File: config.mk
export PLATFORM = sky130hd
export DESIGN_NAME = si5338_cfg_top
export DESIGN_NICKNAME = d
export VERILOG_FILES = /design/src/source/si5338_reg_pkg.sv /design/src/source/cfg_seq_pkg.sv /design/src/source/si5338_cfg_top.sv /design/src/source/cfg_sequencer.sv /design/src/source/ms_param_regs.sv
export SDC_FILE = /design/constraint.sdc
export NUM_CORES = 1
export LEC_CHECK = 0
export BUFFER_PORTS_ARGS = -buffer_cell sky130_fd_sc_hd__buf_2
export CAP_MARGIN = 25
export CORE_MARGIN = 2
export CORE_UTILIZATION = 52
export CTS_CLUSTER_DIAMETER = 50
export DETAILED_ROUTE_END_ITERATION = 7
export GPL_TIMING_DRIVEN = 0
export PLACE_DENSITY = 0.82
export SETUP_SLACK_MARGIN = 0.5
export SLEW_MARGIN = 20
export SYNTH_ARGS = -nofsm -noshare
export SYNTH_HDL_FRONTEND = slang
export SYNTH_SLANG_ARGS = --single-unit
File: constraint.sdc
create_clock -name iCLK -period 5.1 [get_ports iCLK]
set_clock_uncertainty 0.15 [all_clocks]
set_input_delay 0.255 -clock iCLK [delete_from_list [all_inputs] [get_ports iCLK]]
set_output_delay 0.255 -clock iCLK [all_outputs]
set_load 0.01 [all_outputs]
File: src/source/si5338_reg_pkg.sv
package si5338_reg_pkg;

	// Every address and data byte on the I2C side
	typedef logic [7:0] reg_byte_t;

	// ===========================================================================
	// MultiSynth divider field widths
	// ===========================================================================

	// P1 integer part of the divider
	localparam int MS_P1_W = 18;

	// P2 numerator and P3 denominator share one width
	localparam int MS_P23_W = 30;

	// ===========================================================================
	// Parameter block layout
	// ===========================================================================

	// Bytes in one MSx_P1/P2/P3 block
	// P1 takes bytes 1..2 plus two bits of byte 3
	// P2 takes the rest of byte 3 up to byte 6
	// P3 takes bytes 7..10 with two spare bits on top
	localparam int MS_REG_COUNT = 10;

	// First register of the MultiSynth 2 block (MS2_P1[7:0])
	// Other blocks sit at 53 (MS0), 64 (MS1) and 86 (MS3)
	localparam reg_byte_t MS2_BASE_ADDR = 8'd75;

endpackage
File: src/source/cfg_seq_pkg.sv
package cfg_seq_pkg;

	localparam int STEP_W = 4;                     // Enough for idle plus ten writes

	// Step index
	// 0 is idle, 1..LAST_STEP select one register write
	typedef logic [STEP_W-1:0] step_t;

	// Sequencer phases
	localparam step_t STEP_IDLE = step_t'(0);      // No run in progress
	localparam step_t FIRST_STEP = step_t'(1);     // Loaded on enable

	// One step per byte of the parameter block
	localparam step_t LAST_STEP = step_t'(si5338_reg_pkg::MS_REG_COUNT);

endpackage

File: src/source/si5338_cfg_top.sv
`timescale 1ns/1ps

module si5338_cfg_top
#(
	parameter si5338_reg_pkg::reg_byte_t MS_BASE_ADDR = si5338_reg_pkg::MS2_BASE_ADDR,
	parameter logic [si5338_reg_pkg::MS_P1_W-1:0] MS_P1 = 2150,   // 125 MHz from 2.6 GHz VCO
	parameter logic [si5338_reg_pkg::MS_P23_W-1:0] MS_P2 = 32,
	parameter logic [si5338_reg_pkg::MS_P23_W-1:0] MS_P3 = 100
)
(
	input  logic                      iCLK,
	input  logic                      iRST_n,
	input  logic                      enable,        // Start a configuration run
	input  logic                      i2c_busy,      // From the I2C byte controller
	input  logic                      i2c_done,      // From the I2C byte controller
	output si5338_reg_pkg::reg_byte_t byte_addr,     // Register address to write
	output si5338_reg_pkg::reg_byte_t byte_data,     // Register value to write
	output logic                      start,         // Write request
	output logic                      ready,         // Sequencer idle
	output logic                      cfg_done       // Run finished
);
	import cfg_seq_pkg::*;

	step_t step;                                     // Current write index

	// ===========================================================================
	// Handshake and step counter
	// ===========================================================================

	cfg_sequencer cfg_sequencer_inst
	(
		.iCLK     (iCLK),
		.iRST_n   (iRST_n),
		.enable   (enable),
		.i2c_busy (i2c_busy),
		.i2c_done (i2c_done),
		.step     (step),
		.start    (start),
		.ready    (ready),
		.cfg_done (cfg_done)
	);

	// ===========================================================================
	// MultiSynth register image
	// ===========================================================================

	ms_param_regs
	#(
		.MS_BASE_ADDR (MS_BASE_ADDR),
		.MS_P1        (MS_P1),
		.MS_P2        (MS_P2),
		.MS_P3        (MS_P3)
	)
	ms_param_regs_inst
	(
		.step      (step),
		.byte_addr (byte_addr),
		.byte_data (byte_data)
	);

endmodule

File: src/source/cfg_sequencer.sv
`timescale 1ns/1ps

module cfg_sequencer
(
	input  logic               iCLK,
	input  logic               iRST_n,
	input  logic               enable,            // Request a run, honoured when idle
	input  logic               i2c_busy,          // Controller is on the bus
	input  logic               i2c_done,          // Controller completion level
	output cfg_seq_pkg::step_t step,              // Current write index
	output logic               start,             // Present the byte pair to the controller
	output logic               ready,             // High while idle
	output logic               cfg_done           // One clock after the last write
);
	import cfg_seq_pkg::*;

	logic done_d;                                 // i2c_done one clock late
	logic done_fall;                              // Controller finished one write
	logic step_active;                            // A run is in progress
	logic seq_end;                                // Last write has completed

	// ===========================================================================
	// Completion edge of the controller
	// ===========================================================================

	always_ff @(posedge iCLK or negedge iRST_n)
	begin
		if (!iRST_n)
			done_d <= 1'b0;
		else
			done_d <= i2c_done;
	end

	assign done_fall = done_d & ~i2c_done;        // High then low
	assign step_active = (step != STEP_IDLE);
	assign seq_end = done_fall & (step == LAST_STEP);

	// ===========================================================================
	// Step counter
	// ===========================================================================

	always_ff @(posedge iCLK or negedge iRST_n)
	begin
		if (!iRST_n)
			step <= STEP_IDLE;
		else if (!step_active)
		begin
			if (enable)
				step <= FIRST_STEP;                       // Enable mid-run is ignored
		end
		else if (seq_end)
			step <= STEP_IDLE;                          // Back to idle after the tenth write
		else if (done_fall)
			step <= step + step_t'(1);                  // Next register
	end

	// Request a write only once the controller has fully released
	// busy and done, so a pending edge never re-issues the old byte pair
	assign start = step_active & ~(i2c_busy | i2c_done | done_d);

	// ===========================================================================
	// Status flags
	// ===========================================================================

	always_ff @(posedge iCLK or negedge iRST_n)
	begin
		if (!iRST_n)
			ready <= 1'b1;                              // Idle out of reset
		else if (!step_active && enable)
			ready <= 1'b0;                              // Drops with the first step
		else if (seq_end)
			ready <= 1'b1;
	end

	always_ff @(posedge iCLK or negedge iRST_n)
	begin
		if (!iRST_n)
			cfg_done <= 1'b0;
		else
			cfg_done <= seq_end;                        // Single clock pulse
	end

endmodule

File: src/source/ms_param_regs.sv
`timescale 1ns/1ps

module ms_param_regs
#(
	parameter si5338_reg_pkg::reg_byte_t MS_BASE_ADDR = si5338_reg_pkg::MS2_BASE_ADDR,
	parameter logic [si5338_reg_pkg::MS_P1_W-1:0] MS_P1 = 2150,
	parameter logic [si5338_reg_pkg::MS_P23_W-1:0] MS_P2 = 32,
	parameter logic [si5338_reg_pkg::MS_P23_W-1:0] MS_P3 = 100
)
(
	input  cfg_seq_pkg::step_t        step,       // Current write, 0 when idle
	output si5338_reg_pkg::reg_byte_t byte_addr,  // Register address for this write
	output si5338_reg_pkg::reg_byte_t byte_data   // Register value for this write
);
	import si5338_reg_pkg::*;
	import cfg_seq_pkg::*;

	reg_byte_t step_off;                           // Offset into the block
	reg_byte_t addr_c;
	reg_byte_t data_c;

	// ===========================================================================
	// Address of the current write
	// ===========================================================================

	always_comb
	begin
		step_off = reg_byte_t'(step) - 8'd1;          // Step 1 is the base register
		if (step == STEP_IDLE || step > LAST_STEP)
			addr_c = 8'd0;                              // Nothing to write
		else
			addr_c = MS_BASE_ADDR + step_off;
	end

	// ===========================================================================
	// Data byte of the current write
	// ===========================================================================

	always_comb
	begin
		case (step)
			4'd1:
				data_c = MS_P1[7:0];                      // P1 low byte
			4'd2:
				data_c = MS_P1[15:8];                     // P1 middle byte
			4'd3:
				data_c = {MS_P2[5:0], MS_P1[17:16]};      // P2 low bits over P1 top
			4'd4:
				data_c = MS_P2[13:6];
			4'd5:
				data_c = MS_P2[21:14];
			4'd6:
				data_c = MS_P2[29:22];                    // P2 top byte
			4'd7:
				data_c = MS_P3[7:0];                      // P3 low byte
			4'd8:
				data_c = MS_P3[15:8];
			4'd9:
				data_c = MS_P3[23:16];
			4'd10:
				data_c = {2'b00, MS_P3[29:24]};           // Upper two bits reserved
			default:
				data_c = 8'd0;                            // Idle or out of range
		endcase
	end

	assign byte_addr = addr_c;
	assign byte_data = data_c;

endmodule

# == Yosys cells after proc, flatten, opt, wreduce, memory -nomap -nowiden ==
# Memory sizes are Yosys's and may differ from the RTL's.
# Cells that the tools add are included.
# totals
in_bits,5
rom_bits,96
mem_count,1
output_inout_bits,19
word_cells,33
ff_bits,7
# memory_table
memory,depth,width,read_ports,rd_ports_with_merged_regs,wr,line_no,rtl
(no name shown),16,6,1,0,0,ms_param_regs.sv:41,case (step)
# classes
mux,7
n_addsub,3
magnitude_cmp,1
reduce_logical,8
bitwise_logic,7
n_eq_ne,2
# op_table
operator,count
2-to-1 mux 4 bit,4
"adder 7 x 8 -> 8 bit, first input constant",1
2-to-1 mux 8 bit,1
"subtractor 4 x 1 -> 5 bit, second input constant",1
"adder 4 x 1 -> 4 bit, second input constant",1
"== test 4 bit, second input constant",1
"> comparator 4 bit, second input constant",1
logical NOT 4 bit,1
nonzero test 2 bit,2
nonzero test 4 bit,1
bitwise AND 1 bit,3
"inequality test 3 x 2 -> 1 bit, second input constant",1
2-to-1 mux 1 bit,2
inverter 1 bit,2
bitwise OR 1 bit,2
AND reduction 2 bit,1
logical AND 1 bit,1
logical NOT 1 bit,1
logical OR 1 bit,1

# == Longest topological paths before layout ==
# Gate-level depths: netlist of the first run.
# logic_depth
ltp_word,5
mapped_depth,7
depth_no_buf,5

# == By module ==
# From an unflattened synthesis of the first run, not the netlist that was laid out.
# unflattened
cells_unflattened,88
hier_area_um2,764.5
# by_module_without_submodules
module,cells_per_inst,seq_area_each_um2,n_inst,area_per_inst_um2
ms_param_regs,52,0.0,1,394.1
cfg_sequencer,36,176.4,1,370.4

# == Least setup slack after synthesis of the first run ==
# OpenSTA, ideal clock, no wires.
# synth_timing
kind,register to output
startpoint,register cfg_sequencer_inst.step[0]
endpoint,output byte_addr[3]
stages_incl_launch_ff,7
slack_ps,2988
arrival_ps,1707
required_time_ps,4695
path_cell_list,dfrtp_1 buf_4 inv_1 ha_1 a21boi_0 mux2_4 mux2_4
# synth_via
elab_chain_cells,3
word_cells_on_any_way,6
classes_between,add/sub: 2; order compare: 1; mux: 1; reduce/logical: 2
# synth_lines
element,line_no,rtl
start: declaration,cfg_sequencer.sv:10,"output cfg_seq_pkg::step_t step,"
start signal: assignment,cfg_sequencer.sv:54,step <= step + step_t'(1);
subtractor 4 x 1 -> 5 bit (tied with other cells),ms_param_regs.sv:28,step_off = reg_byte_t'(step) - 8'd1;
adder 7 x 8 -> 8 bit / logical OR 1 bit (equally long branches),"ms_param_regs.sv:32, ms_param_regs.sv:29",
2-to-1 mux 8 bit *,ms_param_regs.sv:29,if (step == STEP_IDLE || step > LAST_STEP)
end: declaration,si5338_cfg_top.sv:16,"output si5338_reg_pkg::reg_byte_t byte_addr,"
# Every way passes the cells marked *; elsewhere a longest branch is shown, timed or not.

# == Final worst setup path of the first run ==
# Ends and elaborated chain as after synthesis.

==> results of run 1 <==
cell type report:
| class | instances | area, um^2 |
|---|---|---|
| buffer | 11 | 80.08 |
| timing repair buffer | 22 | 120.1 |
| sequential | 7 | 176.4 |
| fill | 116 | 399.1 |
| tap | 15 | 18.77 |
| inverter | 5 | 18.77 |
| clock buffer | 4 | 26.28 |
| multi-input combinational | 63 | 461.7 |
power breakdown:
part           switching (W)  leakage (nW)  internal [W]
registers          0.0000188        0.0856     0.0000750
clock network      0.0000189        0.0150     0.0000298
logic               0.000270         0.362      0.000242
worst paths after layout:
| kind | start | end |
|---|---|---|
| setup / recovery | cfg_sequencer_inst.step[0] | byte_addr[3] |
| hold / removal | iRST_n | cfg_sequencer_inst.step[2] |
| setup reg to reg | cfg_sequencer_inst.step[0] | cfg_sequencer_inst.step[0] |
| hold reg to reg | cfg_sequencer_inst.ready | cfg_sequencer_inst.ready |
| max in group asynchronous | iRST_n | cfg_sequencer_inst.ready |
| min in group iCLK | enable | cfg_sequencer_inst.ready |
registers in the layout, summed over array words and instances, names as in the netlist:
register,count
cfg_sequencer_inst.step,4
cfg_sequencer_inst.ready,1
cfg_sequencer_inst.done_d,1
cfg_sequencer_inst.cfg_done,1
cell families (layout without fill, tap and decap cells):
family / after synthesis / after routing / share of synthesized area, %
AND/OR/NAND/NOR: 26 / 26 / 19.73
AO/OA/AOI/OAI: 21 / 21 / 20.93
buffers and inverters: 16 / 42 / 13.55
adder cells (fa/ha/maj): 7 / 7 / 12.01
flip-flops: 7 / 7 / 24.19
XOR/XNOR: 3 / 3 / 3.603
multiplexers: 3 / 3 / 5.489
other: 1 / 3 / 0.5141
synthesized netlist by cell type:
master | instances | area [um^2]
nand4bb_1 | 1 | 11.26
nand2b_1 | 3 | 18.77
a2bb2oi_2 | 1 | 15.01
nand2_1 | 1 | 3.750
buf_2 | 1 | 5.000
buf_4 | 8 | 60.06
o311ai_1 | 1 | 8.760
conb_1 | 1 | 3.750
o211a_1 | 1 | 10.01
nor4_1 | 2 | 12.51
mux2i_1 | 1 | 10.01
nand3_1 | 2 | 10.01
mux2_4 | 2 | 30.03
o21bai_1 | 1 | 7.510
xnor2_1 | 2 | 17.52
nor2b_1 | 3 | 18.77
nor3_1 | 1 | 5.000
a31o_2 | 1 | 8.760
o32ai_1 | 1 | 8.760
or3_1 | 1 | 6.260
clkbuf_1 | 1 | 3.750
a21oi_2 | 1 | 8.760
nor2_1 | 8 | 30.03
buf_6 | 1 | 11.26
a21oi_1 | 2 | 10.01
xor2_1 | 1 | 8.760
and2_1 | 2 | 12.51
o31ai_1 | 2 | 15.01
ha_1 | 7 | 87.58
nor3b_1 | 1 | 7.510
o21a_1 | 2 | 15.01
nand3b_1 | 1 | 7.510
o21ai_0 | 5 | 25.02
a31oi_1 | 2 | 12.51
dfstp_2 | 1 | 26.28
dfrtp_1 | 6 | 150.1
inv_1 | 5 | 18.77
a21boi_0 | 1 | 7.510
worst register-to-register path, cell delays in order (launching register included):
cell,delay [ns]
dfrtp_1,0.44
buf_4,0.20
inv_1,0.14
ha_1,0.25
nor3b_1,0.41
a31o_2,0.21
o311ai_1,0.09
through the flow:
| stage | utilization [%] | hold slack, ns |
|---|---|---|
| 6_report | 69.33 | 0.2103 |
| 5_1_grt | 69.33 | 0.2198 |
| 4_1_cts | 69.33 | 0.2092 |
| 3_5_place_dp | 65.77 | -0.05782 |
| 3_3_place_gp | 65.77 | -0.05926 |
| 2_1_floorplan | - | -0.1906 |
placed cells by master (no fill, tap or decap), drive strengths merged, types with 2 or more instances in the layout:
cell / count
buf: 30
nor2: 8
ha: 7
dfrtp: 6
inv: 5
o21ai: 5
clkbuf: 5
nand2b: 3
nor2b: 3
conb: 3
a21oi: 3
o21a: 2
a31oi: 2
nand3: 2
nor4: 2
o31ai: 2
mux2: 2
xnor2: 2
and2: 2
dlygate4sd3: 2
metal layers:
metal / routed length, um / global-route usage, % / up-vias
li1: - / - / 343
met1: 637 / 24.18 / 292
met2: 800 / 36.25 / 22
met3: 93 / 6.522 / 2
met4: 10 / 3.226 / 0
met5: 0 / 0 / -
==> results.cfg, run 1 <==
[placement]
port_buffers = 20
pre_cts_ws_ns = 2.726
dp_hpwl_um = 1220
gp_congestion = 0.8018
dpl_cell_area_um2 = 855.8
dp_cells = 121

[global_route]
grt_remaining_overflow = 0
grt_pass1_wl_um = 2766
gr-usage-all-layers_pct = 20.40
grt_pass1_vias = 666
grt_max_degree = 11
antenna_found_initial = 0

[clock_network]
cts_hold_buf = 2
cts_tree = done
clkTransAtPathRegs_ns = 0.05
clk_latency_ns = 0.25
cts_root_buf = clkbuf_4
clock-sinks = 7
cts_buffer_depth = 2
postCtsSetupBuffers = 0
htree_levels = 1
cts_resized = 0
cts_buffers = 3

[route]
dr.pass1.iters = 4
drc_errors = 0
wl_um = 1542
postRouteAntennaNets = 0
num_vias = 659
viasPerCell = 5.189
wl_per_cell_um = 12.14
drt-initial-drc-count = 23

[cells_and_area]
layout.nets = 125
final_cell_count_no_fill = 127
design_area_um2 = 902.1
syn_to_final_growth_pct = 23.67
drive_above_1_share_pct = 34.82
n_antenna_cell = 0

[worst_setup_path]
max_stage_delay_ns = 0.44
critPathTopFamily = multiplexers
worst_setup_path_end_kind = output port
path_buf_inv = 3
reg2reg_setup_slack_ns = 3.07
crit_path_frequent_cell = mux2_4
rr_worst_depth = 6
critPathKind = reg2out
startpoint_type = flop
cp.depth = 7
cp.required_ns = 4.70
arrival_ns = 2.24
cp_cell_sequence = buf_4 > inv_1 > ha_1 > a21boi_0 > mux2_4 > mux2_4 > buf_2
critPathSlowestCell = dfrtp_1
cp_max_fo = 10

[yosys]
syn_inst = 84
syn_avg_cell_area_um2 = 8.684
synth_area_um2 = 729.5
ys_types = 38
yosys_warnings = 0
yosys_register_bits = 7
synth_seq_area_share_pct = 24.19

[floorplanning]
die_w_um = 41.46
die-area_mm2 = 0.001719
io_pins = 24
coreArea_mm2 = 0.001301
initial_core_util_pct = 56.06
dieHeight_um = 41.46
row_count = 13

[pwr]
vdd.ir_drop.worst_mv = 0.4423
power_leakage_nw = 0.4623
total_power_w = 0.0006542
power_density_mw_per_mm2 = 725.2

[timing]
drv_slew = 0
fmax_mhz = 378.1
rsz0062_at_grt = no
tns_ns = 0
fin_crit_ns = 2.645
fin_ws_ns = 2.455
timing.final.crit_share_pct = 51.86
setup_violations = 0
final-hold-violation-count = 0

[worst_hold_path]
holdCritPathClass = in2async

[status]
status = finished clean

[flow_run]
maxCapViolCount = 0
No activity file was read; power rests on OpenSTA's default activity.
==> run 2, diff against run 1 <==
Settings changed: CORE_ASPECT_RATIO set to 0.9, CORE_UTILIZATION 52 to 44, PLACE_DENSITY 0.82 to 0.74.
Clock period 5.1 ns to 2.43 ns, I/O delays scaled along.
==> run 2 against run 1 <==
Sequential cell count unchanged. Sequential power up 110%. Critical path type unchanged. Largest power group unchanged. Critical endpoint unchanged. Routed wire length up 14%. Setup slack worse by 2.3 ns. Total power rose to 2.8 times the previous value. Register-to-register slack worse by 2.4 ns.
==> results.cfg, run 2 (synthesis gave the netlist of run 1 again) <==
[floorplanning]
dieHeight_um = 42.63
coreArea_mm2 = 0.001496
row_count = 13
initial_core_util_pct = 48.75
io_pins = 24
die_w_um = 46.92
die-area_mm2 = 0.002000

[clock_network]
htree_levels = 1
cts_root_buf = clkbuf_4
clkTransAtPathRegs_ns = 0.05
cts_buffers = 3
cts_tree = done
clk_latency_ns = 0.25
clock-sinks = 7
cts_buffer_depth = 2

[timing]
fmax_mhz = 442.4
whs_ns = 0.08246
drv_slew = 0
setup_violations = 0
timing.final.crit_share_pct = 93.02
final-hold-violation-count = 0
fin_crit_ns = 2.260
rsz0062_at_grt = yes
tns_ns = 0

[global_route]
gr-usage-all-layers_pct = 19.29
grt_max_degree = 11
grt_remaining_overflow = 0
grt_pass1_vias = 661
antenna_found_initial = 0
grt_pass1_wl_um = 2870

[worst_setup_path]
cp.required_ns = 2.16
arrival_ns = 1.99
r2r_start = cfg_sequencer_inst.step[1]
crit_path_start = cfg_sequencer_inst.step[1]
worst_setup_path_end_kind = output port
critPathKind = reg2out
startpoint_type = flop
cp_max_fo = 7

[cells_and_area]
regMostFlops = cfg_sequencer_inst.step
mostFrequentLayoutCells = buf_2 (20), buf_4 (14), nor2_1 (8), o21ai_0 (5), dfrtp_1 (5)
n_antenna_cell = 0
design_area_mm2 = 0.001120
largest_register_ff_count = 4
drive_above_1_share_pct = 49.18
syn_to_final_growth_pct = 53.52
layout.nets = 135
final_common_cell = buf_2

[status]
status = finished clean

[placement]
dp_hpwl_um = 1262
dpl_cell_area_um2 = 880.8
gp_congestion = 0.8041
port_buffers = 20

[route]
drc_errors = 0
postRouteAntennaNets = 0
viasPerCell = 5.181
drt-initial-drc-count = 16
dr.pass1.iters = 5
num_vias = 746
wl_per_cell_um = 12.25
wl_um = 1764

[flow_run]
maxCapViolCount = 0

[pwr]
vdd.ir_drop.worst_mv = 1.080
power_density_mw_per_mm2 = 1611
power_leakage_nw = 0.5387

[worst_hold_path]
holdCritPathClass = in2async
run 2: cell count changes in the layout (fill, tap and decap cells not counted), moves of 2 or more:
cell,before,now
buf_4,8,14
buf_6,1,4
ha_1,7,4
ha_4,0,3
inv_1,5,3
xnor2_1,2,0
run 2: repair_timing:
| action | CTS | global route |
|---|---|---|
| hold buffers | 2 | 0 |
| hold endpoints to repair | 8 | 0 |
| buffers inserted | 5 | 5 |
| pin swaps | 4 | 5 |
| gates resized for setup | 14 | 7 |
| endpoints found under the setup margin | 10 | 10 |
| cloned | 0 | 0 |
run 2: stage by stage:
step / utilization (%) / worst slack [ns] / total power [W] / std cells
after floorplan: - / 0.5047 / 0.001028 / 86
after global placement: 58.86 / 0.3002 / 0.001291 / 128
after detailed placement: 58.86 / 0.2774 / 0.001317 / 128
after CTS: 69.06 / 0.1632 / 0.001616 / 139
after global routing: 74.83 / 0.1091 / 0.001960 / 144
final: 74.83 / 0.1695 / 0.001804 / 144
run 2: path summary, 6_finish.rpt:
path | endpoint | slack [ns] | depth (start not counted)
hold / removal | cfg_sequencer_inst.step[2] | 0.08 | 2
max in group asynchronous | cfg_sequencer_inst.ready | 1.82 | 2
setup reg to reg | cfg_sequencer_inst.step[0] | 0.69 | 6
hold reg to reg | cfg_sequencer_inst.ready | 0.39 | 1
min in group iCLK | cfg_sequencer_inst.ready | 0.13 | 3
setup / recovery | byte_addr[3] | 0.17 | 7
run 2: critical path, cell delays in order, from the launching register on:
cell	delay, ns
dfrtp_1	0.38
buf_6	0.13
buf_4	0.12
buf_4	0.15
o21bai_1	0.21
mux2_4	0.33
mux2_4	0.30
buf_6	0.12
run 2: power by group:
part	leakage (nW)	total, W	switching [W]	internal [W]
Sequential	0.0846	0.000197	0.0000380	0.000159
Clock	0.0150	0.000103	0.0000404	0.0000625
Combinational	0.439	0.00150	0.000709	0.000795
Total	0.539	0.00180	0.000788	0.00102
run 2: cell type report:
class | count | area (um^2)
tap | 22 | 27.53
timing repair buffer | 32 | 217.7
buffer | 11 | 91.34
clock buffer | 4 | 26.28
sequential | 7 | 177.7
inverter | 5 | 30.03
multi-input combinational | 63 | 549.3
fill | 113 | 376.6
run 2: per-layer routing:
| metal | wire, um | global-route usage, % |
|---|---|---|
| met4 | 0 | 3.333 |
| met2 | 880 | 29.86 |
| met1 | 783 | 26.05 |
| met3 | 101 | 6.466 |
| met5 | 0 | 0 |
==> run 3, diff against run 2 <==
Settings changed: CORE_ASPECT_RATIO 0.9 to unset, CORE_MARGIN 2 to 3, CORE_UTILIZATION 44 to 52, PLACE_DENSITY 0.74 to 0.82.
Clock period 2.43 ns to 2.92 ns, I/O delays scaled along.
==> run 3 against run 2 <==
Clock power shrank 7%. Sequential share of layout area grew 1.8 points. Setup slack gained 0.35 ns. Via count shrank 3.8%. Non-clock buffer count shrank 1. Total power shrank 28%. Worst hold slack gained 0.018 ns. Routed wire length grew 8.4%. Critical path depth grew 1. Final cell count shrank 6.3%. First-iteration DRC count shrank 13%. Register-to-register slack gained 0.37 ns. Critical path type unchanged. Highest routed layer is now met4.
==> results.cfg, run 3 (synthesis gave the netlist of run 1 again) <==
[floorplanning]
io_pins = 24
initial_core_util_pct = 60.73
die-area_mm2 = 0.001888
dieHeight_um = 43.46
row_count = 12
die_w_um = 43.46
coreArea_mm2 = 0.001201

[flow_run]
maxCapViolCount = 0

[worst_setup_path]
critPathKind = reg2out
r2r_end = cfg_sequencer_inst.step[0]
startpoint_type = flop
critPathSlowestCell = dfrtp_1
cp_max_fo = 9
cp_cell_sequence = buf_6 > clkinvlp_4 > ha_2 > buf_6 > a21boi_0 > mux2_4 > mux2_4 > buf_2
rr_worst_depth = 6
cp.required_ns = 2.62
max_stage_delay_ns = 0.37
arrival_ns = 2.11
reg2reg_setup_slack_ns = 1.06
worst_setup_path_end_kind = output port
path_buf_inv = 4
critPathTopFamily = multiplexers
r2r_start = cfg_sequencer_inst.step[0]

[placement]
gp_congestion = 0.7830
pre_cts_ws_ns = 0.6184
port_buffers = 20
dp_hpwl_um = 1282
dpl_cell_area_um2 = 854.6

[cells_and_area]
design_area_um2 = 998.5
multi_input_comb_area_um2 = 476.7
regMostFlops = cfg_sequencer_inst.step
layout.nets = 134
largest_register_ff_count = 4
final_common_cell = buf_2
n_antenna_cell = 0
drive_above_1_share_pct = 42.98
register_area_um2 = 176.4
syn_to_final_growth_pct = 36.88
fin_util_pct = 83.13
fillers = 78
mostFrequentLayoutCells = buf_2 (21), buf_4 (15), nor2_1 (8), dfrtp_1 (6)

[global_route]
grt_pass1_wl_um = 2753
antenna_found_initial = 0
grt_util_met3_pct = 7.469
grt_max_degree = 11
top_usage_layer = met2
gr-usage-all-layers_pct = 19.17
grt_remaining_overflow = 0
use_met1_pct = 24.62
grt_use_met2_pct = 31.56
grt_pass1_vias = 618

[route]
drc_errors = 0
wl_per_cell_um = 14.16
viasPerCell = 5.319
postRouteAntennaNets = 0
num_vias = 718
drt-initial-drc-count = 14
dr.pass1.iters = 4
wl_um = 1912

[status]
status = finished clean

[timing]
fin_ws_ns = 0.5172
fmax_mhz = 416.2
timing.final.crit_share_pct = 82.29
setup_violations = 0
drv_slew = 0
tns_ns = 0
rsz0062_at_grt = no
final-hold-violation-count = 0
worstMarginPinSlew_ns = 0.5156
slew_headroom_pct = 65.55
fin_crit_ns = 2.403

[pwr]
power_leakage_nw = 0.4988
vdd.ir_drop.worst_mv = 0.9303
power_density_mw_per_mm2 = 1309
total_power_w = 0.001307

[clock_network]
clk_latency_ns = 0.27
cts_root_buf = clkbuf_4
cts_tree = done
cts_buffer_depth = 2
htree_levels = 1
cts_buffers = 3
clkTransAtPathRegs_ns = 0.06
clock-sinks = 7

[worst_hold_path]
holdCritPathClass = in2async
run 3: worst max path at each step:
stage	cells past startpoint	from	endpoint
floorplan	6	cfg_sequencer_inst.step[0]	byte_addr[3]
finish	8	cfg_sequencer_inst.step[0]	byte_addr[3]
global placement	7	cfg_sequencer_inst.step[0]	byte_addr[3]
detailed placement	7	cfg_sequencer_inst.step[0]	byte_addr[3]
CTS	7	cfg_sequencer_inst.step[1]	byte_addr[3]
global route	8	cfg_sequencer_inst.step[0]	byte_addr[3]
run 3: area by class of cell:
cell class                 instances  area share (%)
inverter                           5           2.632
timing repair buffer              31           18.80
sequential                         7           17.67
buffer                            11           8.772
multi-input combinational         63           47.74
clock buffer                       4           2.632
tap                               14           1.754
run 3: timing repair:
item	in CTS	in global routing
buffers inserted	1	8
gates resized for setup	1	6
setup endpoints to repair	1	1
hold endpoints to repair	8	0
hold buffers	2	0
run 3: power by group:
part,switching [W],total (W),internal [W]
clock,0.0000431,0.0000957,0.0000526
sequential,0.0000306,0.000161,0.000131
combinational,0.000523,0.00105,0.000527
run 3: per-layer routing:
layer  part of all wire (%)  routed length, um  vias to the layer above
met3                    5.0                 96                        4
met5                      0                  0                        -
met2                     49                944                       18
li1                       -                  -                      360
met4                    1.3                 25                        0
met1                     44                845                      336
run 3: through the flow:
step	cells	hold WS [ns]
3_5_place_dp	120	-0.1638
4_1_cts	127	0.09943
6_report	135	0.1009
3_3_place_gp	120	-0.1656
5_1_grt	135	0.1149
2_1_floorplan	86	-0.2996
